File: src/cache_geom_pkg.sv
// single fixed geometry for every module; num_ways must stay a power of two
package cache_geom_pkg;

	// sets per way
	localparam int num_sets = 16;
	localparam int set_bits = $clog2(num_sets);

	// associativity
	localparam int num_ways = 4;
	localparam int way_bits = $clog2(num_ways);

	// tag and line widths
	localparam int tag_bits = 8;
	localparam int data_bits = 64;

endpackage

File: src/fill_way_select.sv
// picks the hit way, else the lowest invalid way, else the PLRU victim; one strobe per write
`timescale 1ns/1ps

module fill_way_select import cache_geom_pkg::*; (
	input logic wr_en,
	input logic [num_ways-1:0] wr_hits,
	input logic [num_ways-1:0] wr_valids,
	input logic [way_bits-1:0] plru_victim,

	output logic [num_ways-1:0] wr_strobes,
	output logic [way_bits-1:0] fill_way,
	output logic wr_hit_any
);

	logic [way_bits-1:0] hit_way;
	logic [way_bits-1:0] free_way;
	logic any_free;

	// at most one way can hit
	always_comb begin
		hit_way = '0;
		for (int w = 0; w < num_ways; w++) begin
			if (wr_hits[w]) begin
				hit_way = way_bits'(w);
			end
		end
	end

	// walk down so the lowest invalid way wins
	always_comb begin
		free_way = '0;
		for (int w = num_ways - 1; w >= 0; w--) begin
			if (!wr_valids[w]) begin
				free_way = way_bits'(w);
			end
		end
	end

	assign any_free = ~&wr_valids;
	assign wr_hit_any = |wr_hits;

	always_comb begin
		if (wr_hit_any) begin
			fill_way = hit_way;
		end else if (any_free) begin
			fill_way = free_way;
		end else begin
			fill_way = plru_victim;
		end
	end

	assign wr_strobes = wr_en ? (num_ways'(1) << fill_way) : '0;

endmodule

File: config.mk
export PLATFORM = sky130hd
export DESIGN_NAME = fill_way_select
export DESIGN_NICKNAME = d
export VERILOG_FILES = /design/src/cache_geom_pkg.sv /design/src/fill_way_select.sv
export SDC_FILE = /design/constraint.sdc
export NUM_CORES = 1
export LEC_CHECK = 0
export BUFFER_PORTS_ARGS = -buffer_cell sky130_fd_sc_hd__buf_2
export CAP_MARGIN = 0
export CORE_AREA = 8 8 45 47
export DETAILED_ROUTE_END_ITERATION = 8
export DIE_AREA = 0 0 53 55
export GPL_TIMING_DRIVEN = 0
export SYNTH_ARGS = -nofsm -noshare
export SYNTH_HDL_FRONTEND = slang
export SYNTH_SLANG_ARGS = --single-unit
File: constraint.sdc
create_clock -name vclk -period 1.05
set_clock_uncertainty 0.2 [all_clocks]
set_input_delay 0.0525 -clock vclk [all_inputs]
set_output_delay 0.0525 -clock vclk [all_outputs]
set_load 0.005 [all_outputs]
Yosys cells after proc, flatten, opt, wreduce, memory -nomap -nowiden
Index checks and enable logic that the tools add are counted.
{ "totals": {"register_bits": 0, "inputBits": 11, "word_cells": 13} }
{ "classes": {"n_shift": 1, "n_mux": 10, "reduce_logical": 2} }
{ "ops": {"columns": ["operator", "n"], "rows": [
  ["2-bit two-way mux", 8],
  ["4-bit two-way mux", 1],
  ["4-bit AND reduction", 1],
  ["4-bit OR reduction", 1],
  ["1-bit by 2-bit left shift with 4-bit output, first input constant", 1],
  ["1-bit two-way mux", 1]
]} }

Logic depth before layout (Yosys ltp)
{ "depth": {"depth_word": 8, "depth_mapped": 4, "depth_no_buf": 4} }

Least setup slack after synthesis
OpenSTA, ideal clock, no wires.
{ "synth_path": {"kind": "input to output", "startpoint": "in wr_hits[0]", "endpoint": "out wr_strobes[3]", "t_arrival_ps": 768, "required_ps": 797, "path_slack_ps": 30, "stages": 4, "path_buffers": 0, "path_cell_list": "nand2b_4 -> o41ai_4 -> nand2_1 -> nor2b_1"} }
{ "synth_via": {"elab_chain_len": 4} }
{ "synth_rtl": {"columns": ["item", "line", "source"], "rows": [
  ["from (decl)", "fill_way_select.sv:6", "input logic [num_ways-1:0] wr_hits,"],
  ["4-bit OR reduction", "fill_way_select.sv:40", "assign wr_hit_any = |wr_hits;"],
  ["2-bit two-way mux", "fill_way_select.sv:43", "if (wr_hit_any) begin"],
  ["via fill_way[1]", "fill_way_select.sv:11", "output logic [way_bits-1:0] fill_way,"],
  ["1-bit by 2-bit left shift with 4-bit output", "fill_way_select.sv:52", "assign wr_strobes = wr_en ? (num_ways'(1) << fill_way) : '0;"],
  ["4-bit two-way mux", "fill_way_select.sv:52", null],
  ["to (decl)", "fill_way_select.sv:10", "output logic [num_ways-1:0] wr_strobes,"]
]} }
The timed path passes the listed nets, and every way through them passes these cells.

Worst setup path in the final report
{ "layout_path": {"startpoint": "in wr_valids[2]", "endpoint": "out wr_strobes[1]"} }
{ "layout_via": {"elab_chain_len": 7} }
{ "layout_rtl": {"columns": ["item", "line", "source"], "rows": [
  ["from (decl)", "fill_way_select.sv:7", "input logic [num_ways-1:0] wr_valids,"],
  ["2-bit two-way mux (3 in a row)", "fill_way_select.sv:33", "if (!wr_valids[w]) begin"],
  ["2-bit two-way mux (*)", "fill_way_select.sv:45", "end else if (any_free) begin"],
  ["2-bit two-way mux (*)", "fill_way_select.sv:43", null],
  ["1-bit by 2-bit left shift with 4-bit output (*)", "fill_way_select.sv:52", null],
  ["4-bit two-way mux (*)", "fill_way_select.sv:52", null]
]} }
Mark *: on every way between the ends. The rest lies on a longest branch, timed or not.

==> flow_metrics.env <==
export IMPL_outcome="complete, but fails checks"
export IMPL_violations="setup timing"
export IMPL_hold_viol_final=0
export IMPL_fillers=157
export IMPL_post_dp_cell_area_um2=250.2
export IMPL_crit_type="in2out"
export IMPL_final_setup_viol_count=4
export IMPL_dr_pass1_iters=2
export IMPL_syn_nets=32
export IMPL_drv_slew=0
export IMPL_via_per_inst=3.632
export IMPL_antenna_found_initial=0
export IMPL_critPathMaxStageDelay_ns=0.25
export IMPL_endpoint_kind="output pin"
export IMPL_drtAntennaViolNets=0
export IMPL_worst_pin_slew_ns=0.2856
export IMPL_crit_family="simple AND/OR/NAND/NOR gates"
export IMPL_synthToLayoutAreaGrowth_pct=113.4
export IMPL_yosysSeqAreaShare_pct=0
export IMPL_post_route_min_period_ns=1.225
export IMPL_critPathArrivalTime_ns=0.97
export IMPL_syn_inst=21
export IMPL_gp_congestion=0.6812
export IMPL_initial_core_util_pct=10.13
export IMPL_mostFrequentLayoutCells="buf_2, buf_6, inv_1, nand2_1"
export IMPL_critPathSlowestCell="o41ai_4"
export IMPL_setup_slack_ns=-0.1750
export IMPL_grt_setup_unrepaired="yes"
export IMPL_p_leak_uw=0.0001645
export IMPL_seq_cells=0
export IMPL_drc=0
export IMPL_cp_start_kind="primary input"
export IMPL_die_width_um=53
export IMPL_port_buffers=18
export IMPL_n_antenna_cell=0
export IMPL_dieArea_um2=2915
export IMPL_final_area_um2=299.0
export IMPL_nClkBuffers=0
export IMPL_postCtsHoldBufs=0
export IMPL_cp_max_fo=3
export IMPL_fin_nets=54
export IMPL_power_per_cell_area_nw_per_um2=340.7
export IMPL_core_area_um2=1384
export IMPL_netlist_area_um2=140.1
export IMPL_vias=207
export IMPL_tns_ns=-0.5400
export IMPL_wl_per_cell_um=9.789
export IMPL_vdd_drop_max_uv=97.13
export IMPL_critPathBufInv=3
export IMPL_crit_chain="buf_6 -> and3b_2 -> o41ai_4 -> inv_1 -> and3_1 -> buf_2"
export IMPL_die_y_um=55
export IMPL_relSlewSlack_pct=80.89
export IMPL_cp_required_ns=0.80
export IMPL_hold_path_class="in2out"
export IMPL_drv_cap=0
export IMPL_ys_warn_count=0
export IMPL_final_common_cell="buf_2"
export IMPL_grt_pass1_vias=191
export IMPL_fin_crit_sh_pct=116.7
export IMPL_pre_cts_slack_ns=-0.1917
export IMPL_finalWirelength_um=558
export IMPL_grt_max_degree=5
export IMPL_multi_input_area_um2=133.9
export IMPL_synth_avg_cell_area_um2=6.673
export IMPL_rows=14
export IMPL_seqCellArea_um2=0
export IMPL_drt_iter0_markers=1
export IMPL_timing_fmax_mhz=816.3
export IMPL_ios=18
export IMPL_dp_hpwl_um=518
export IMPL_grt_pass1_wl_um=793
export IMPL_drive_gt1_share_pct=63.41
export IMPL_track_usage_pct=3.324
export IMPL_gr_total_overflow=0
export IMPL_synth_cell_types=14
-- cell type report --
type                            instances  share of cell area [%]
Tap cell                               16                   6.695
Multi-Input combinational cell         17                   44.77
Inverter                                4                   5.021
Timing Repair Buffer                   20                   43.51
-- per-stage QoR --
step                hold WS, ns  cells  power, uW  util, %
floorplan              -0.05854     21      39.41        -
detailed placement       0.1715     55      84.49    18.08
CTS                      0.1490     56      95.62    20.25
global placement         0.1728     55      82.98    18.08
global route             0.1622     57      111.3    21.61
finish                   0.1459     57      101.9    21.61
-- cells by family after synthesis --
kind of cell / synth area share [%]
buffers and inverters: 10.71
AND/OR/NAND/NOR: 49.11
AO/OA/AOI/OAI: 40.18
-- per-layer routing --
metal | vias up | GRT usage (%) | routed length [um]
li1 | 113 | - | -
met1 | 83 | 4.525 | 255
met2 | 11 | 4.883 | 233
met3 | 0 | 1.604 | 69
met4 | 0 | 0 | 0
met5 | - | 0 | 0
-- synth_stat cells --
cell type,instances,share of area [%]
a31oi_1,1,4.5
and3_1,1,4.5
o31ai_2,1,8.9
nand2b_4,1,9.8
and3b_1,1,6.3
nor2_1,3,8.0
a21oi_1,2,7.1
nor2b_1,1,4.5
nand2_1,3,8.0
nor3_1,1,3.6
o41ai_4,1,20
inv_1,3,8.0
nand2b_1,1,4.5
inv_2,1,2.7
-- final timing paths --
kind                      from             to  slack [ns]  cells past startpoint
setup / recovery  wr_valids[2]  wr_strobes[1]       -0.18                      6
hold / removal      wr_hits[0]     wr_hit_any        0.15                      4
-- what timing repair did --
action                                  in CTS  in global routing
endpoints found under the setup margin       6                  6
buffers inserted                             1                  1
cloned                                       0                  0
hold endpoints to repair                     0                  0
resized for setup                            5                  2
pin swaps                                    1                  0
-- tightest hold or removal path: stages --
cell and delay (ns):
buf_6 0.07, nor2_1 0.03, nand2_1 0.05, buf_2 0.10
-- power by group --
| part | leakage [uW] | total, uW | internal [uW] | switching (uW) |
|---|---|---|---|---|
| logic | 0.000164 | 102 | 56.9 | 45.0 |
| registers | 0 | 0 | 0 | 0 |
| clock network | 0 | 0 | 0 | 0 |
(Power assumes the default switching activity.)
