===== config.mk =====
export PLATFORM = sky130hd
export DESIGN_NAME = cache_way
export DESIGN_NICKNAME = d
export VERILOG_FILES = /design/src/cache_geom_pkg.sv /design/src/cache_way.sv
export SDC_FILE = /design/constraint.sdc
export NUM_CORES = 1
export LEC_CHECK = 0
export BUFFER_PORTS_ARGS = -buffer_cell sky130_fd_sc_hd__buf_2
export CAP_MARGIN = 20
export CORE_ASPECT_RATIO = 0.9
export CORE_MARGIN = 10
export CORE_UTILIZATION = 50
export DETAILED_ROUTE_END_ITERATION = 10
export PLACE_DENSITY = 0.66
export SYNTH_ARGS = -nofsm -noshare
export SYNTH_HDL_FRONTEND = slang
export SYNTH_SLANG_ARGS = --single-unit
export TNS_END_PERCENT = 50

===== constraint.sdc =====
create_clock -name clock -period 8.6 [get_ports clock]
set_input_delay 0.43 -clock clock [delete_from_list [all_inputs] [get_ports clock]]
set_output_delay 0.43 -clock clock [all_outputs]
set_load 0.01 [all_outputs]

===== src/cache_geom_pkg.sv =====
// single fixed geometry for every module; num_ways must stay a power of two
package cache_geom_pkg;

	// sets per way
	localparam int num_sets = 16;
	localparam int set_bits = $clog2(num_sets);

	// associativity
	localparam int num_ways = 4;
	localparam int way_bits = $clog2(num_ways);

	// tag and line widths
	localparam int tag_bits = 8;
	localparam int data_bits = 64;

endpackage


===== src/cache_way.sv =====
// one way over all sets; lookups are combinational and a strobe lands at the next clock edge
`timescale 1ns/1ps

module cache_way import cache_geom_pkg::*; (
	input logic clock,
	input logic reset,

	input logic wr_strobe,
	input logic [set_bits-1:0] wr_idx,
	input logic [tag_bits-1:0] wr_tag,
	input logic [data_bits-1:0] wr_data,

	input logic [set_bits-1:0] rd_idx,
	input logic [tag_bits-1:0] rd_tag,

	output logic rd_hit,
	output logic wr_hit,
	output logic wr_line_valid,
	output logic [tag_bits-1:0] wr_line_tag,
	output logic [data_bits-1:0] wr_line_data,
	output logic [data_bits-1:0] rd_line_data
);

	logic [num_sets-1:0] valid;
	logic [tag_bits-1:0] tags [num_sets];
	logic [data_bits-1:0] lines [num_sets];

	// valid bits
	always_ff @(posedge clock) begin
		if (reset) begin
			valid <= '0;
		end else if (wr_strobe) begin
			valid[wr_idx] <= 1'b1;
		end
	end

	// tag and data storage
	always_ff @(posedge clock) begin
		if (wr_strobe) begin
			tags[wr_idx] <= wr_tag;
			lines[wr_idx] <= wr_data;
		end
	end

	// write-side lookup
	assign wr_line_valid = valid[wr_idx];
	assign wr_line_tag = tags[wr_idx];
	assign wr_line_data = lines[wr_idx];
	assign wr_hit = wr_line_valid && (wr_line_tag == wr_tag);

	// read-side lookup
	assign rd_line_data = lines[rd_idx];
	assign rd_hit = valid[rd_idx] && (tags[rd_idx] == rd_tag);

endmodule


[Yosys cells after proc, flatten, opt, wreduce, memory -nomap -nowiden]
Memory sizes are Yosys's and may differ from the RTL's.
Cells that the tools add are included.
Storage, ports and cells
  flip-flop bits (word level): 16
  bits in latches: 0
  memory bits (writable): 1152
  ROM bits: 0
  input port bits: 91
  output and inout port bits: 139
  logic and storage cells: 20
  memories: 2
Cells by class
  $add $sub $neg: 0
  multiply operators: 0
  divide/modulo/power cells: 0
  order comparisons: 3
  equality and inequality tests: 2
  shift operators: 0
  mux-type cells: 8
  bitwise operators: 1
  reductions and logical operators: 3
Memories
  lines: depth 16, bits a word 64, rd ports 2, clocked after memory_dff 0, write ports 1, line cache_way.sv:26  | logic [data_bits-1:0] lines [num_sets];
  tags: depth 16, bits a word 8, rd ports 2, clocked after memory_dff 0, write ports 1, line cache_way.sv:25  | logic [tag_bits-1:0] tags [num_sets];
Operator list (count)
  8-bit == test: 2
  16-bit bitwise OR: 1
  4-bit by 5-bit < comparator with 1-bit output, second input constant: 2
  1-bit binary-select mux with 4-bit select: 2
  1-bit two-way mux: 5
  1-bit demux with 4-bit select: 1
  4-bit by 1-bit greater-or-equal comparator with 1-bit output, second input constant: 1
  1-bit logical AND: 3

[Logic depth before layout (Yosys ltp)]
  depth in word-level cells: 5
  mapped depth: 11
  gate-level depth less buffers: 6

[Least setup slack after synthesis]
Ideal clock, no wire load.
  kind: input port to flip-flop
  start: input wr_idx[0]
  end: memory lines[0][0] (enable)
  library setup time: 0.593 ns
  data arrival time: 6.697 ns
  required time: 8.007 ns
  path slack: 1.310 ns
  stages on the path: 7
  buffers on the path: 5
  path through: buf_4 -> buf_6 -> buf_4 -> buf_2 -> buf_2 -> or3b_2 -> nor3_1
RTL lines
  start: declaration: line cache_way.sv:9  | input logic [set_bits-1:0] wr_idx,
  end: declaration: line cache_way.sv:26
Straight into the memory's write port.

[Final worst setup path]
  start: input wr_idx[0]
  end: output wr_hit
On the way
  longest elaborated chain between the ends: 3
  elaborated cells on any way between the ends: 5
  classes of those cells: 1 x eq/ne; 2 x mux; 1 x reduce/logical; 1 x memory
RTL lines
  memory read 16 x 8 bit / 1-bit binary-select mux with 4-bit select (equally long branches)
  8-bit == test / 1-bit two-way mux (equally long branches): line cache_way.sv:49, cache_way.sv:46
  1-bit logical AND *: line cache_way.sv:49  | assign wr_hit = wr_line_valid && (wr_line_tag == wr_tag);
  end: declaration: line cache_way.sv:17  | output logic wr_hit,
Mark *: on every way between the ends. The rest lies on a longest branch, timed or not. The select of a mux whose other input is x is not followed.

==> flow_metrics.py <==
metrics = {
    "outcome": {
        "run_status": "complete, no violations",
    },
    "detailed_routing": {
        "drtAntennaViolNets": 0,
        "wl_per_cell_um": 35.1,
        "vias": 26728,
        "drtIter0Drc": 3137,
        "detail_route.vias_per_cell": 6.81,
        "drc_errors": 0,
        "firstDrtPassIters": 5,
        "detail_route.wirelength_um": 138000,
    },
    "synthesis": {
        "synth-adder-area-share": 0,
        "ys_ff_latch": 1168,
        "synth.yosys.warnings": 0,
        "synth_compound_area_frac": 0.00173,
        "syn_area_mm2": 0.0529,
        "ys_seq_area_frac": 0.660,
        "synth-xor-area-share": 0.00298,
        "synthSimpleGateAreaFrac": 0.00714,
        "ys_types": 32,
        "muxShareOfSynthArea": 0.312,
        "syn_avg_cell_area_um2": 23.9,
        "synth_fp_nets": 2300,
        "synth_cells": 2209,
        "synth_top_family_by_area": "multiplexers",
    },
    "power_and_ir_drop": {
        "vdd_drop_max_mv": 0.156,
        "p_clk_frac": 0.393,
        "p_switching_mw": 2.82,
        "power_mw": 12.4,
        "swShare": 0.227,
        "sequentialPowerShare": 0.517,
        "p_leak_nw": 18.5,
        "p_int_mw": 9.60,
        "comb_power_share": 0.090,
        "power_density_mw_per_mm2": 209,
    },
    "floorplan": {
        "die_x_um": 363,
        "rows": 113,
        "floorplan.core_area_mm2": 0.105,
        "chipHeight_um": 329,
        "start_util": 0.502,
        "io_pins": 230,
        "fp.dieArea_mm2": 0.119,
    },
    "timing": {
        "finalClockSkew_ns": 0,
        "period_needed_ns": 4.73,
        "fin_setup_tns_ns": 0,
        "final_max_slew_viol_count": 0,
        "fin_crit_sh": 0.550,
        "hold_viol_final": 0,
        "slew-limit-headroom": 0.209,
        "rsz0062_at_grt": "false",
        "fmax_mhz": 211,
        "hold_ws_ns": 0.0663,
        "setup_viol": 0,
        "worst_slew_pin_slew_ns": 1.19,
    },
    "setup_path": {
        "cp.arrival_ns": 4.30,
        "endpoint_kind": "primary output",
        "crit_fanout": 59,
        "cp.required_ns": 8.17,
        "startpoint_type": "primary input",
        "path_class": "in2out",
    },
    "place": {
        "dpl.hpwl_um": 75400,
        "io_buffers": 229,
        "gp_congestion": 0.792,
        "placedCellCount": 3700,
    },
    "clocking": {
        "cts_buffers": 118,
        "ctsResizeCount": 0,
        "cts_tree": "done",
        "htreeDepth": 3,
        "clk_pin_slew_ns": 0.06,
        "hold_buffers": 0,
        "cts.path.max_buffers": 3,
        "cts_setup_buffers": 0,
        "cts-root-buf": "clkbuf_16",
        "cts_sinks": 1168,
        "clock_latency_ns": 0.71,
    },
    "global_routing": {
        "grt_pass1_vias": 28504,
        "grt.busiest_layer": "met2",
        "grt_usage": 0.233,
        "grt_pass1_wl_um": 201000,
        "grt_use_met3": 0.0608,
        "grt_max_degree": 94,
        "gr-usage-met1": 0.329,
        "grt-ovfl-total": 0,
        "met2_usage": 0.362,
        "antenna_found_initial": 26,
    },
    "final_layout": {
        "final_cell_mix": "edfxtp_1, mux4_2, buf_2",
        "fill_cells": 7601,
        "drive_above_1_share": 0.470,
        "finish.utilization": 0.563,
        "instances_no_fill": 3926,
        "nNetsFinal": 2532,
        "layout_commonest_cell": "edfxtp_1",
        "area_growth_pct": 12.1,
    },
    "min_path": {
        "hp-class": "in2reg",
    },
    "flow_run": {
        "drv_cap": 0,
    },
}
-- cell usage after synthesis (all sizes together) --
library cell,count,area share
nor2,50,0.0035
a31oi,4,0.00047
dfxtp,16,0.0061
or3b,1,0.00017
o21ba,1,0.00019
nand3,4,0.00038
mux2i,29,0.0055
edfxtp,1152,0.65
and4bb,1,0.00024
nand2b,3,0.00035
and3,1,0.00012
clkbuf,64,0.0045
xnor2,9,0.0015
a211oi,1,0.00014
a221oi,1,0.00017
mux4,717,0.31
buf,107,0.011
nand3b,4,0.00057
nand2,5,0.00035
nand4,3,0.00035
xor2,9,0.0015
inv,2,0.00014
a21oi,3,0.00028
a22oi,1,0.00014
nor3,10,0.00095
o2111ai,1,0.00017
mux2,8,0.0017
nor2b,1,0.00012
o41ai,1,0.00017
-- cells by family after synthesis --
logic type	after synthesis
muxes	754
xor gates and xnor gates	18
and+or+nand+nor	83
buffers and inverters	173
AOI/OAI and AO/OA	13
DFF	1168
-- critical path, stage by stage --
cell	delay [ns]
buf_8	0.48
buf_4	0.85
mux4_2	0.61
mux4_2	0.49
xor2_1	0.16
nor3_1	0.47
and4bb_1	0.44
buf_2	0.20
-- registers in the layout, indices dropped and copies added, names as in the netlist --
name,cells
lines,1024
tags,128
valid,16
-- power groups by stage --
stage	combinational, mW	clock (mW)	sequential [mW]
6_report	1.12	4.88	6.42
5_1_grt	1.18	5.19	6.43
4_1_cts	1.13	4.97	6.42
3_5_place_dp	1.13	0	6.54
3_3_place_gp	1.11	0	6.53
2_1_floorplan	0.712	0	6.53
-- through the flow --
step | setup slack, ns | instance area, µm²
6_report | 3.87 | 59300
3_5_place_dp | 3.80 | 55600
3_3_place_gp | 3.85 | 55600
5_1_grt | 3.63 | 59300
4_1_cts | 3.81 | 59300
2_1_floorplan | 1.31 | 52900
-- layer usage --
layer	routed length [µm]	share of wire
met1	54000	0.39
met2	66500	0.48
met3	14000	0.10
met4	3100	0.023
met5	179	0.0013
-- path summary, 6_finish.rpt --
| check | to | from | cells after the start | slack (ns) |
|---|---|---|---|---|
| max | wr_hit | wr_idx[0] | 8 | 3.87 |
| min | valid[0]$_SDFFE_PP0P_ | reset | 2 | 0.07 |
| max reg2reg | valid[2]$_SDFFE_PP0P_ | valid[2]$_SDFFE_PP0P_ | 2 | 7.98 |
| min reg2reg | valid[13]$_SDFFE_PP0P_ | valid[13]$_SDFFE_PP0P_ | 2 | 0.51 |
-- cell type report --
cell class | count | area [µm²] | area share
flip-flops and latches | 1168 | 34900 | 0.589
inverters | 2 | 7.51 | 0.000127
repair buffers | 283 | 1730 | 0.0291
clock inverters | 76 | 598 | 0.0101
clock buffers | 141 | 3040 | 0.0513
well taps | 1380 | 1730 | 0.0291
multi-input cells | 868 | 17300 | 0.291
diodes | 8 | 20.0 | 0.000338
Power figures use the tool's default switching activity.
