[src/cache_geom_pkg.sv]
// single fixed geometry for every module; num_ways must stay a power of two
package cache_geom_pkg;

	// sets per way
	localparam int num_sets = 16;
	localparam int set_bits = $clog2(num_sets);

	// associativity
	localparam int num_ways = 4;
	localparam int way_bits = $clog2(num_ways);

	// tag and line widths
	localparam int tag_bits = 8;
	localparam int data_bits = 64;

endpackage

[src/read_merge.sv]
// read data is valid only with rd_en; a same index and tag write bypasses into the read
`timescale 1ns/1ps

module read_merge import cache_geom_pkg::*; (
	input logic rd_en,
	input logic [set_bits-1:0] rd_idx,
	input logic [tag_bits-1:0] rd_tag,
	input logic [num_ways-1:0] rd_hits,
	input logic [num_ways-1:0][data_bits-1:0] rd_line_data,

	input logic wr_en,
	input logic [set_bits-1:0] wr_idx,
	input logic [tag_bits-1:0] wr_tag,
	input logic [data_bits-1:0] wr_data,
	input logic wr_hit_any,
	input logic [way_bits-1:0] fill_way,
	input logic [num_ways-1:0] wr_line_valid,
	input logic [num_ways-1:0][tag_bits-1:0] wr_line_tag,
	input logic [num_ways-1:0][data_bits-1:0] wr_line_data,

	output logic [data_bits-1:0] rd_data,
	output logic rd_valid,
	output logic miss_rd,
	output logic miss_wr,
	output logic victim_valid,
	output logic [tag_bits-1:0] victim_tag,
	output logic [data_bits-1:0] victim_data
);

	logic bypass;
	logic [data_bits-1:0] hit_data;

	assign bypass = rd_en && wr_en && (rd_idx == wr_idx) && (rd_tag == wr_tag);

	// and-or mux, hits are one-hot
	always_comb begin
		hit_data = '0;
		for (int w = 0; w < num_ways; w++) begin
			hit_data = hit_data | (rd_line_data[w] & {data_bits{rd_hits[w]}});
		end
	end

	assign rd_data = bypass ? wr_data : hit_data;
	assign rd_valid = bypass || (rd_en && |rd_hits);
	assign miss_rd = rd_en && !rd_valid;

	assign miss_wr = wr_en && !wr_hit_any;

	// a free way is always chosen first, so a valid fill way means eviction
	assign victim_valid = miss_wr && wr_line_valid[fill_way];
	assign victim_tag = wr_line_tag[fill_way];
	assign victim_data = wr_line_data[fill_way];

endmodule

[config.mk]
export PLATFORM = sky130hd
export DESIGN_NAME = read_merge
export DESIGN_NICKNAME = d
export VERILOG_FILES = /design/src/cache_geom_pkg.sv /design/src/read_merge.sv
export SDC_FILE = /design/constraint.sdc
export NUM_CORES = 1
export LEC_CHECK = 0
export BUFFER_PORTS_ARGS = -buffer_cell sky130_fd_sc_hd__buf_2
export CORE_AREA = 5 5 306 308
export DETAILED_ROUTE_END_ITERATION = 7
export DIE_AREA = 0 0 311 313
export PLACE_DENSITY_LB_ADDON = 0.12
export SYNTH_ARGS = -nofsm -noshare
export SYNTH_HDL_FRONTEND = slang
export SYNTH_SLANG_ARGS = --single-unit
[constraint.sdc]
create_clock -name vclk -period 2.1
set_clock_uncertainty 0.05 [all_clocks]
set_input_delay 0.42 -clock vclk [all_inputs]
set_output_delay 0.42 -clock vclk [all_outputs]
set_load 0.01 [all_outputs]
Word-level counts from Yosys, hierarchy flattened
Cells that the tools add are included.

word-level totals
  word-level logic and storage cells = 28
  register bits = 0
  bits of input ports = 645

cells by class
  reductions and logical operators = 11
  $lt $le $gt $ge = 1
  equality and inequality tests = 2
  multiplexer cells = 7
  bitwise logic cells = 7

operators with widths
  kind                                                                  number
  64-bit AND                                                            4
  64-bit bitwise OR                                                     3
  64-bit binary-select mux with 2-bit select                            1
  64-bit two-way mux                                                    2
  8-bit binary-select mux with 2-bit select                             1
  8-bit equality test                                                   1
  8-bit two-way mux                                                     1
  1-bit logical AND                                                     7
  4-bit equality test                                                   1
  4-bit OR reduction                                                    1
  2-bit by 3-bit < comparator with 1-bit output, second input constant  1
  1-bit binary-select mux with 2-bit select                             1
  1-bit zero test                                                       2
  1-bit logical OR                                                      1
  1-bit two-way mux                                                     1

Longest topological paths before layout
Gate-level depths: netlist of run 1.

  word-level depth = 6
  depth in mapped cells = 6
  mapped depth without buffers = 4

Least setup slack after synthesis of run 1
No wires, ideal clock.

  path type = input to output
  start point = input port wr_idx[3]
  end point = output port rd_data[25]
  stages = 6
  data arrival time = 1.785 ns
  slack = -0.155 ns
  buffers on the path = 2
  required time = 1.630 ns
  path through = xnor2_1 -> nand3_1 -> or4_4 -> buf_6 -> buf_6 -> mux2_4

on the way
  cells in the longest elaborated chain, start to end = 4

RTL lines
  what                             RTL line          source
  start, declared                  read_merge.sv:12  input logic [set_bits-1:0] wr_idx,
  4-bit equality test              read_merge.sv:33  assign bypass = rd_en && wr_en && (rd_idx == wr_idx) && (rd_tag == wr_tag);
  1-bit logical AND (2 in series)  read_merge.sv:33
  64-bit two-way mux               read_merge.sv:43  assign rd_data = bypass ? wr_data : hit_data;
  end, declared                    read_merge.sv:21  output logic [data_bits-1:0] rd_data,

Every way passes these cells.

Worst setup path in the final report of run 1
  start point = input port wr_idx[1]
  end point = output port rd_data[38]

Same word-level chain as after synthesis.

==> run metrics, run 1 <==
synth warn 0; post-DP HPWL 51650 um; Starting DRT DRC Count 294; all-layer global routing usage 0.1061; Hold Vio Cnt, Final 0; antenna violations before repair 44; Final period util 1.370; CP endpoint kind primary output; row cnt between 100 and 150; die height roughly 310 um; final hold slack approximately 1.0 ns; port buffer count between 700 and 800; hold_buf cts 0; Setup WS pre-CTS -0.9466 ns; crit path launch type primary input; Synth Area in Compound Gates 0.2344; fin. max-slew vios 0; Arrival @ worst endpoint between 2 and 2.5 ns; vias in the first global route approximately 8.5k; Max-cap violations 0; net count after synthesis about 1.0k; Vias approximately 7.5k; DR DRC count 0; Post-Syn Area 0.004121 mm^2; Crit path max-delay family simple AND/OR/NAND/NOR gates; post-synthesis adder-cell area fraction 0; Area after DPL 0.01002 mm^2; CP Class primary input to primary output; core area ~0.091 mm^2; post-route design area 0.01037 mm^2; synthesized instance count slightly above 400; post-route ant nets 0; delay of the slowest critical-path stage around 0.59 ns; Final Net Count about 1.9k; DR WL/cell 23.14 um; final core occ 0.1142; Slowest-stage cell, CP or4_4; worst rel slew slack 0.6794; Tmin final between 2 and 3 ns; failing checks negative setup slack; PwrDens 211.8 mW/mm^2; Seq/Total Area, Yosys 0; DR pass1 iterations 4; Final GP Congestion between 0.8 and 0.9; Pleak roughly 5.1 nW; Layout area overhead 151.6%; post-synthesis simple-gate area fraction 0.07256; Final WS setup -0.7770 ns; die area slightly below 0.1 mm^2; Distinct cells, synth 19; commonest non-fill, non-tap cell in the layout buf_2; largest net degree at the start of global routing a little over 40; total grt overflow 0; endpoints failing setup 66; crit path cell chain buf_8 -> xnor2_4 -> buf_6 -> nand4_1 -> or4_4 -> buf_12 -> mux2_4 -> buf_2; Post-Place Cells about 2.4k; RSZ-0062 raised after global routing yes; WL final between 50000 and 60000 um; fmax roughly 350 MHz; Top Ports around 800; post-synthesis xor/xnor area fraction 0.02550; Worst EP required 1.63 ns; FF/Latch Area 0 um^2; clkbuf count 0; commonest cells after routing, fill and taps aside buf_2, a22oi_1, mux4_2; first-pass GRT wire length about 73000 um; mux contribution to synthesized area 0.6084; setup TNS -46.89 ns; Vias/cell ~3.1; Mean Syn Cell Area roughly 10 um^2; worst slew pin tran approximately 0.48 ns; Pwr Total 2.196 mW; Initial Util 0.04538; status finished with violations; final non-filler cell total between 2k and 2.5k; Die Span X between 300 and 400 um; worst min-delay path category primary input to primary output; Max VDD drop 70.74 uV; critical path peak fanout 40; FFs & Latches 0; layout cells sized above 1 0.8288; Worst Path Buf+Inv 4; largest family of logic cells by synthesized area multiplexers
[final cells by class]
type	count	area [um^2]
Multi-Input combinational cell	351	3930
Timing Repair Buffer	863	4923
Fill cell	10671	80460
Tap cell	1186	1484
Inverter	1	3.754
Antenna cell	11	27.53
[logic make-up after synthesis]
logic type / Yosys count
and+or+nand+nor: 73
AOI/OAI and AO/OA: 129
buffers and inverters: 52
xor gates and xnor gates: 12
muxes: 137
[per-layer routing]
layer  vias up  part of all wire  GRT usage  wire, um
li1       3354                 -          -         -
met1      3529              0.37     0.1141     20610
met2       536              0.53     0.2078     29420
met3        82             0.082    0.03398      4598
met4        10             0.020    0.01268      1127
met5         -            0.0012          0        69
[what timing repair did]
action / 4_1_cts / 5_1_grt
setup buffers: 2 / 0
gates resized for setup: 40 / 0
hold endpoints to repair: 0 / 0
endpoints found under the setup margin: 80 / 66
cloned: 3 / 0
[worst min-delay path, stage by stage]
cell and delay (ns):
buf_2 0.08, nor2b_1 0.04, buf_2 0.14
[synthesized netlist by cell type]
cell,number,area share
xnor2_1,12,0.026
inv_1,1,0.00091
mux4_2,73,0.40
buf_2,9,0.011
nor2b_1,1,0.0015
a22oi_1,128,0.23
buf_6,5,0.014
mux2_4,38,0.14
buf_1,13,0.012
nor4_1,1,0.0015
or4_4,1,0.0027
o21ai_0,1,0.0012
nand3_1,2,0.0024
and2_1,1,0.0015
mux2_2,26,0.071
nand2_1,64,0.058
clkbuf_1,24,0.022
and3_1,1,0.0015
nand4_1,2,0.0030
[power breakdown]
part            total (mW)  switching (mW)  internal, mW
Combinational         2.20           0.973          1.22
Sequential               0               0             0
Clock          0.000000705               0   0.000000705
Total                 2.20           0.973          1.22
[path summary, 6_finish.rpt]
path                 endpoint  cells past startpoint  slack (ns)       start
setup / recovery  rd_data[38]                      8       -0.78   wr_idx[1]
hold / removal        miss_wr                      3        1.05  wr_hit_any
Power figures use the tool's default switching activity.
==> run 2: changes to the inputs <==
==> constraint.sdc (replaced) <==
create_clock -name vclk -period 2.1
set_clock_uncertainty 0.05 [all_clocks]
set_input_delay 0.525 -clock vclk [all_inputs]
set_output_delay 0.525 -clock vclk [all_outputs]
set_load 0.01 [all_outputs]
==> run 2 against run 1 <==
The flow still finishes with violations (negative setup slack). First-iteration DRC count shrank 2.0%. Via count rose by 1.2%. Combinational power up 15%. Total power is 15% higher. Largest power group unchanged.
==> run metrics, run 2 (synthesized netlist as in run 1, its figures left out) <==
Hold Startpoint wr_data[45]; layout cells sized above 1 0.8318; die height 313 um; Worst EP required 1.52 ns; Final GP Congestion 0.8225; Starting DRT DRC Count ~290; fin. max-slew vios 0; worst slew pin tran between 0.3 and 0.4 ns; DR WL/cell about 24 um; final core occ 0.1241; Area after DPL approximately 0.01 mm^2; Initial Util 0.04538; crit path launch type primary input; Vias/cell around 3.1; FFs & Latches 0; Filler cells approximately 11k; Die Span X slightly above 300 um; DR pass1 iterations 4; commonest non-fill, non-tap cell in the layout buf_2; Pwr Total ~2.5 mW; antenna violations before repair 54; all-layer global routing usage 0.1068; vias in the first global route just under 9k; final non-filler cell total 2425; fmax about 330 MHz; largest net degree at the start of global routing 41; first-pass GRT wire length about 73000 um; post-route design area between 0.01 and 0.015 mm^2; total grt overflow 0; post-route ant nets 0; Post-Place Cells between 2k and 2.5k; status finished with violations; DR DRC count 0; CP endpoint kind primary output; Final period util 1.438; Layout area overhead 173.6%; failing checks negative setup slack; Arrival @ worst endpoint between 2 and 2.5 ns; RSZ-0062 raised after global routing yes; row cnt ~110; port buffer count ~790; Vias 7599; critical path peak fanout 9; Tmin final 3.020 ns; Pleak approximately 5.5 nW; Final Net Count around 1.9k; PwrDens 223.2 mW/mm^2; hold_buf cts 0; hold path depth 3; die area between 0.09 and 0.1 mm^2; worst min-delay path category primary input to primary output; Max VDD drop ~77 uV; commonest cells after routing, fill and taps aside buf_2, a22oi_1, buf_6; worst rel slew slack 0.7527; WL final between 50000 and 60000 um; CP Class primary input to primary output; Max-cap violations 0; Hold Vio Cnt, Final 0; FF/Latch Area 0 um^2; hold endpoint rd_data[45]; Final WS setup -0.9200 ns; endpoints failing setup about 140; final hold slack about 1.3 ns; core area just over 0.09 mm^2; clkbuf count 0; Top Ports ~790; post-DP HPWL 51480 um
==> run 2: layer usage <==
metal  up-vias  GRT usage  routed length, um
met1      3553     0.1104              20040
met2       565     0.2104              30350
met3        88    0.03815               5451
met5         -          0                 72
met4        12    0.01513               1241
li1       3381          -                  -
==> run 2: critical path, stage by stage <==
cell	delay, ns
buf_8	0.10
xnor2_4	0.20
buf_6	0.13
nand4_1	0.13
or4_4	0.52
buf_12	0.18
buf_12	0.16
mux2_2	0.30
buf_4	0.17
==> run 2: power by group <==
group | internal [mW] | switching, mW | total, mW
registers | 0 | 0 | 0
clock network | 0.000000883 | 0 | 0.000000883
logic | 1.47 | 1.04 | 2.52
==> run 2: what timing repair did <==
item                       CTS  global route
gates resized for setup    141            67
setup endpoints to repair  138           132
pin swaps                    2             2
cloned                       5             5
setup buffers                6             4
==> run 2: worst max path at each step <==
stage	from	endpoint	slack, ns	depth (start not counted)
final	rd_idx[1]	rd_data[12]	-0.92	9
after global routing	rd_idx[1]	rd_data[12]	-0.99	9
after CTS	wr_idx[1]	rd_data[62]	-0.98	8
after detailed placement	wr_idx[1]	rd_data[57]	-1.16	8
after global placement	wr_idx[1]	rd_data[44]	-1.16	8
after floorplan	wr_idx[1]	rd_data[25]	-0.36	6
==> run 2: through the flow <==
step / setup TNS, ns / worst slack, ns
after floorplan: -20.28 / -0.3612
after global placement: -83.54 / -1.162
after detailed placement: -83.22 / -1.157
after CTS: -67.60 / -0.9847
after global routing: -69.35 / -0.9872
final: -61.30 / -0.9200
==> run 2: cell type report <==
class                      count  area [um^2]  share of cell area
tap                         1186         1484              0.1316
inverter                       1        3.754           0.0003329
timing repair buffer         873         5782              0.5128
multi-input combinational    351         3971              0.3522
antenna                       14        35.03            0.003107
