==> src/cache_geom_pkg.sv <==
// single fixed geometry for every module; num_ways must stay a power of two
package cache_geom_pkg;

	// sets per way
	localparam int num_sets = 16;
	localparam int set_bits = $clog2(num_sets);

	// associativity
	localparam int num_ways = 4;
	localparam int way_bits = $clog2(num_ways);

	// tag and line widths
	localparam int tag_bits = 8;
	localparam int data_bits = 64;

endpackage

==> src/plru_pkg.sv <==
// tree PLRU sizing, valid only for a power-of-two way count
package plru_pkg;

	import cache_geom_pkg::*;

	// internal nodes of a full binary tree over the ways
	localparam int tree_bits = num_ways - 1;

	// levels walked from root to leaf
	localparam int tree_depth = way_bits;

endpackage

==> src/plru_tree.sv <==
// tree bits per set; a write touch is applied before a read touch of the same set
`timescale 1ns/1ps

module plru_tree import cache_geom_pkg::*, plru_pkg::*; (
	input logic clock,
	input logic reset,

	input logic wr_en,
	input logic [set_bits-1:0] wr_idx,
	input logic [way_bits-1:0] fill_way,

	input logic rd_en,
	input logic [set_bits-1:0] rd_idx,
	input logic [num_ways-1:0] rd_hits,

	output logic [way_bits-1:0] plru_victim
);

	logic [num_sets-1:0][tree_bits-1:0] tree;
	logic [num_sets-1:0][tree_bits-1:0] tree_next;
	logic [way_bits-1:0] rd_way;

	// point every node on the path away from the touched way
	function automatic logic [tree_bits-1:0] touch(
		input logic [tree_bits-1:0] bits,
		input logic [way_bits-1:0] way
	);
		logic [tree_bits-1:0] result;
		int node;
		logic dir;
		result = bits;
		node = 0;
		for (int level = 0; level < tree_depth; level++) begin
			dir = way[way_bits-1-level];
			result[node] = ~dir;
			node = 2 * node + 1 + int'(dir);
		end
		return result;
	endfunction

	always_comb begin
		rd_way = '0;
		for (int w = 0; w < num_ways; w++) begin
			if (rd_hits[w]) begin
				rd_way = way_bits'(w);
			end
		end
	end

	// follow the node bits of the write set, 0 goes left
	always_comb begin
		int node;
		logic dir;
		node = 0;
		plru_victim = '0;
		for (int level = 0; level < tree_depth; level++) begin
			dir = tree[wr_idx][node];
			plru_victim[way_bits-1-level] = dir;
			node = 2 * node + 1 + int'(dir);
		end
	end

	always_comb begin
		tree_next = tree;
		if (wr_en) begin
			tree_next[wr_idx] = touch(tree_next[wr_idx], fill_way);
		end
		if (rd_en && |rd_hits) begin
			tree_next[rd_idx] = touch(tree_next[rd_idx], rd_way);
		end
	end

	always_ff @(posedge clock) begin
		if (reset) begin
			tree <= '0;
		end else begin
			tree <= tree_next;
		end
	end

endmodule

==> config.mk <==
export PLATFORM = sky130hd
export DESIGN_NAME = plru_tree
export DESIGN_NICKNAME = d
export VERILOG_FILES = /design/src/cache_geom_pkg.sv /design/src/plru_pkg.sv /design/src/plru_tree.sv
export SDC_FILE = /design/constraint.sdc
export NUM_CORES = 1
export LEC_CHECK = 0
export ABC_AREA = 1
export BUFFER_PORTS_ARGS = -buffer_cell sky130_fd_sc_hd__buf_2
export CAP_MARGIN = 0
export CORE_MARGIN = 10
export CORE_UTILIZATION = 60
export DETAILED_ROUTE_END_ITERATION = 10
export PLACE_DENSITY = 0.85
export SETUP_SLACK_MARGIN = 0.2
export SLEW_MARGIN = 20
export SYNTH_ARGS = -nofsm -noshare
export SYNTH_HDL_FRONTEND = slang
export SYNTH_SLANG_ARGS = --single-unit
==> constraint.sdc <==
create_clock -name clock -period 3.29 [get_ports clock]
set_clock_uncertainty 0.05 [all_clocks]
set_input_delay 0.329 -clock clock [delete_from_list [all_inputs] [get_ports clock]]
set_output_delay 0.329 -clock clock [all_outputs]
set_load 0.05 [all_outputs]
Yosys cells after proc, flatten, opt, wreduce, memory -nomap -nowiden
Index checks and enable logic that the tools add are counted.
{ "op_classes": {"n_bitwise": 4, "magnitude_cmp": 9, "reduce_logical": 6, "n_mux": 24, "addsub": 3} }
{ "op_table": {"columns": ["cell", "n"], "rows": [
  ["bitwise mux 48 bit", 2],
  ["2-to-1 mux 48 bit", 2],
  ["binary-select mux 3 bit (select 4 bit)", 2],
  ["demux 3 bit (select 4 bit)", 2],
  ["2-to-1 mux 3 bit", 4],
  ["< comparator 4 x 5 -> 1 bit, second input constant", 2],
  ["< comparator 2 x 3 -> 1 bit, second input constant", 3],
  [">= comparator 4 x 1 -> 1 bit, second input constant", 2],
  ["adder 1 x 1 -> 2 bit, first input constant", 3],
  ["bitwise mux 3 bit", 2],
  ["logical AND 1 bit", 5],
  ["2-to-1 mux 1 bit", 5],
  ["demux 1 bit (select 2 bit)", 2],
  [">= comparator 2 x 1 -> 1 bit, second input constant", 2],
  ["2-to-1 mux 2 bit", 2],
  ["inverter 1 bit", 4],
  ["OR reduction 4 bit", 1],
  ["binary-select mux 1 bit (select 2 bit)", 1]
]} }
{ "totals": {"ff_bits": 48, "out_inout_bits": 2} }

Longest topological paths before layout
{ "logic_depth": {"ltp_word": 13, "mapped_depth": 22} }

Least setup slack after synthesis
Ideal clock, no wire load.
{ "synth_path": {"path_kind": "input to output", "startpoint": "input wr_idx[1]", "endpoint": "output plru_victim[0]", "path_stages": 8, "t_arrival_ns": 2.765, "required_ns": 2.911, "setup_slack_ns": 0.146, "cell_sequence": "buf_2 -> nand2_1 -> inv_1 -> a22oi_1 -> nand2_1 -> nand2_1 -> nand4_1 -> o21ai_0"} }
{ "synth_between": {"elab_chain_cells": 6} }
{ "synth_lines": {"columns": ["item", "line_no", "source"], "rows": [
  ["from (decl)", "plru_tree.sv:9", "input logic [set_bits-1:0] wr_idx,"],
  ["binary-select mux 3 bit (select 4 bit) (*)", "plru_tree.sv:57", "dir = tree[wr_idx][node];"],
  ["2-to-1 mux 3 bit (not written as such) (*)", "plru_tree.sv:57", null],
  ["net plru_victim[1]", "plru_tree.sv:16", "output logic [way_bits-1:0] plru_victim"],
  ["adder 1 x 1 -> 2 bit", "plru_tree.sv:59", "node = 2 * node + 1 + int'(dir);"],
  ["binary-select mux 1 bit (select 2 bit) (*)", "plru_tree.sv:57", null],
  ["2-to-1 mux 1 bit (not written as such) (*) (2 in a row)", "plru_tree.sv:57", null],
  ["to (decl)", "plru_tree.sv:16", null]
]} }
Mark *: on every way through the listed nets, which the timed path passes. The rest lies on a longest branch. The select of a mux whose other input is x is not followed.

Worst setup path after layout
{ "layout_path": {"startpoint": "input wr_idx[0]", "endpoint": "register tree[41] in the netlist's numbering"} }
{ "layout_between": {"elab_chain_cells": 11, "elab_cells_between_ends": 15, "classes_between": "2 x order compare; 12 x mux; 1 x reduce/logical"} }
{ "layout_lines": {"columns": ["item", "line_no", "source"], "rows": [
  ["< comparator 4 x 5 -> 1 bit (not written as such) or >= comparator 4 x 1 -> 1 bit (tied branches)", "plru_tree.sv:66", "tree_next[wr_idx] = touch(tree_next[wr_idx], fill_way);"],
  ["logical AND 1 bit (not written as such)", "plru_tree.sv:66", null],
  ["2-to-1 mux 3 bit (not written as such)", "plru_tree.sv:66", null],
  ["demux 3 bit (select 4 bit)", "plru_tree.sv:66", null],
  ["bitwise mux 48 bit (*)", "plru_tree.sv:66", null],
  ["2-to-1 mux 48 bit (*)", "plru_tree.sv:65", "if (wr_en) begin"],
  ["binary-select mux 3 bit (select 4 bit)", "plru_tree.sv:69", "tree_next[rd_idx] = touch(tree_next[rd_idx], rd_way);"],
  ["2-to-1 mux 3 bit (not written as such)", "plru_tree.sv:69", null],
  ["bitwise mux 3 bit", "plru_tree.sv:35", "result[node] = ~dir;"],
  ["bitwise mux 48 bit", "plru_tree.sv:69", null],
  ["2-to-1 mux 48 bit (*)", "plru_tree.sv:68", "if (rd_en && |rd_hits) begin"],
  ["to (signal assigned)", "plru_tree.sv:77", "tree <= tree_next;"],
  ["to (decl)", "plru_tree.sv:19", "logic [num_sets-1:0][tree_bits-1:0] tree;"]
]} }
Mark *: on every way between the ends. The rest lies on a longest branch, timed or not. The select of a mux whose other input is x is not followed.
A chain may end at the register's enable or synchronous reset.

==> results.json <==
{
  "cts_hold_buffers": 0,
  "ant_nets": 0,
  "peakVddDrop_v": 0.0002673,
  "drive_gt1_frac": 0.1346,
  "synth.largest_area_cell": "dfxtp_1",
  "regToRegSetupSlack_ns": 0.53,
  "post-route-drc-count": 0,
  "required_ns": 3.40,
  "nNetsFinal": 591,
  "cts.repair.resized": 0,
  "leakage_nw": 1.566,
  "fin_area_um2": 3613,
  "end_kind": "flop",
  "outcome": "completed",
  "worstPathCellList": "buf_2 -> inv_2 -> nand2_1 -> nand2_1 -> nand2_1 -> nand2_1 -> nand2_1 -> nand2_1 -> nor2_1 -> nand2_1 -> nand2_2 -> nand2_1 -> o211ai_1 -> o21ai_0 -> o21ai_1 -> nand3_1 -> nand2_2 -> a21oi_1",
  "grt.total_usage": 0.2470,
  "ys_ff_latch": 48,
  "drt_iter0_drc": 445,
  "die_h_um": 95.38,
  "dp_hpwl_um": 8129,
  "synth_fp_nets": 578,
  "syn-cell-area_um2": 3410,
  "clkSlewWorstSetupHoldPaths_ns": 0.09,
  "total_power_mw": 1.280,
  "largest_reg_flops": 48,
  "fmax_ghz": 0.3414,
  "setup-violations-final": 0,
  "vias": 3930,
  "cts_buffer_depth": 2,
  "r2r_end": "tree[41]",
  "rows": 27,
  "crit_path_start": "wr_idx[0]",
  "synth_top_area_share": 0.2818,
  "htree_num_levels": 2,
  "wl_um": 11260,
  "min_delay_worst_endpoint": "tree[9]",
  "drt-pass1-iter-count": 6,
  "powerDensity_nw_per_um2": 354.2,
  "gp_congestion": 1.081,
  "final_common_cell": "nand2_1",
  "clk-insertion-delay-late_ns": 0.30,
  "grt_pass1_vias": 3622,
  "relSlewSlack": 0.3709,
  "worst_r2r_path_depth": 16,
  "n_antenna_cell": 0,
  "path_class": "input pin to flop",
  "syn_to_final_growth_pct": 5.982,
  "worstSetupStartpointType": "input pin",
  "die_w_um": 95.38,
  "grt_first_pass_wirelength_um": 17830,
  "critPathMaxStageDelay_ns": 0.41,
  "ys_warn_count": 0,
  "wl_per_cell_um": 17.48,
  "fin_crit_ns": 2.929,
  "core_um2": 5507,
  "numCtsBuffers": 5,
  "synth.avg_cell_area_um2": 6.088,
  "dieArea_um2": 9097,
  "hp-class": "input pin to flop",
  "worst_slew_pin_slew_ns": 0.9401,
  "gr-total-overflow": 0,
  "place_area_um2": 3515,
  "fin_setup_tns_ns": 0,
  "rsz0062_at_grt": "no",
  "root_buffer": "clkbuf_8",
  "cts_sinks": 48,
  "cp_max_fo": 24,
  "hold_start": "reset",
  "cap_violations": 0,
  "initial_core_util": 0.6192,
  "path_common_cell": "nand2_1",
  "drv_slew": 0,
  "synth_area_leaders": "dfxtp_1, nand2_1, o21ai_0, nor2_1, a21boi_0",
  "yosysUniqueCellTypes": 31,
  "top_register": "tree",
  "port_buffers": 19,
  "layout_common_cells": "nand2_1, o21ai_0, nor2_1",
  "top_regs": "tree: 48 flops",
  "vias_per_cell": 6.102,
  "num_io_pins": 20,
  "seq_area_frac_synth": 0.2818,
  "post_cts_buffers": 0,
  "grt_max_degree": 46,
  "worstHoldPathCells": 2,
  "synthCells": 560,
  "r2r_start": "tree[20]",
  "min_period_over_period": 0.8902,
  "cts_tree": "yes",
  "hold_violations": 0,
  "cp_slowest_cell": "nand2_2",
  "grt_antenna_before_repair": 0,
  "crit_arrival_ns": 3.04
}
==> Yosys cell counts (all sizes together) <==
master  count
dfxtp      48
or2        20
nand2     165
inv        43
nor2       67
mux2        1
a21oi      45
o22ai       3
a21boi     24
a211oi      6
clkbuf      8
a22oi       2
buf         9
o211ai      2
o21ai      79
o21a        2
nand3      32
o31a        1
nand4       2
clkinv      1
==> through the flow <==
| stage | util | hold slack, ns | worst slack [ns] | std cells |
|---|---|---|---|---|
| finish | 0.6562 | 0.2008 | 0.3611 | 644 |
| global route | 0.6562 | 0.2363 | 0.2367 | 644 |
| CTS | 0.6562 | 0.2028 | 0.5413 | 644 |
| detailed placement | 0.6383 | 0.5152 | 0.2281 | 638 |
| global placement | 0.6383 | 0.5195 | 0.2314 | 638 |
| floorplan | - | 0.3575 | 0.5224 | 560 |
==> how the worst max path moves through the flow <==
| stage | end | cells past startpoint | slack, ns |
|---|---|---|---|
| after floorplan | plru_victim[0] | 8 | 0.52 |
| after global placement | tree[41] | 20 | 0.23 |
| after CTS | tree[38] | 20 | 0.54 |
| final | tree[41] | 18 | 0.36 |
| after global routing | tree[35] | 18 | 0.24 |
| after detailed placement | tree[2] | 20 | 0.23 |
==> cell type report <==
| type | count | area (µm²) |
|---|---|---|
| Multi-Input combinational cell | 451 | 2173 |
| Clock inverter | 1 | 30.03 |
| Fill cell | 512 | 1893 |
| Sequential cell | 48 | 960.9 |
| Tap cell | 72 | 90.09 |
| Clock buffer | 5 | 68.82 |
| Timing Repair Buffer | 23 | 125.1 |
| Inverter | 44 | 165.2 |
==> worst max-delay path: cells and delay by family <==
kind                   cells  cell delay (ns)
and+or+nand+nor           12             1.70
AOI/OAI and AO/OA          4             0.53
buffers and inverters      2             0.45
==> logic make-up (layout without fill, tap and decap cells) <==
group / count (synthesis) / in the layout / share of synthesized area
and+or+nand+nor: 286 / 286 / 0.3538
AOI/OAI and AO/OA: 164 / 164 / 0.2804
buffers and inverters: 61 / 73 / 0.08073
DFF: 48 / 48 / 0.2818
muxes: 1 / 1 / 0.003303
==> per-layer routing <==
| layer | wire [µm] | track usage |
|---|---|---|
| met5 | 0 | 0 |
| met4 | 397 | 0.1007 |
| met3 | 1366 | 0.04399 |
| met2 | 5040 | 0.3886 |
| met1 | 4454 | 0.3264 |
==> power breakdown <==
group | total, mW | internal, mW | switching (mW) | leakage (nW)
clock | 0.419 | 0.219 | 0.200 | 0.0501
combinational | 0.249 | 0.0702 | 0.179 | 1.13
sequential | 0.612 | 0.602 | 0.0104 | 0.390
(Power assumes the default switching activity.)
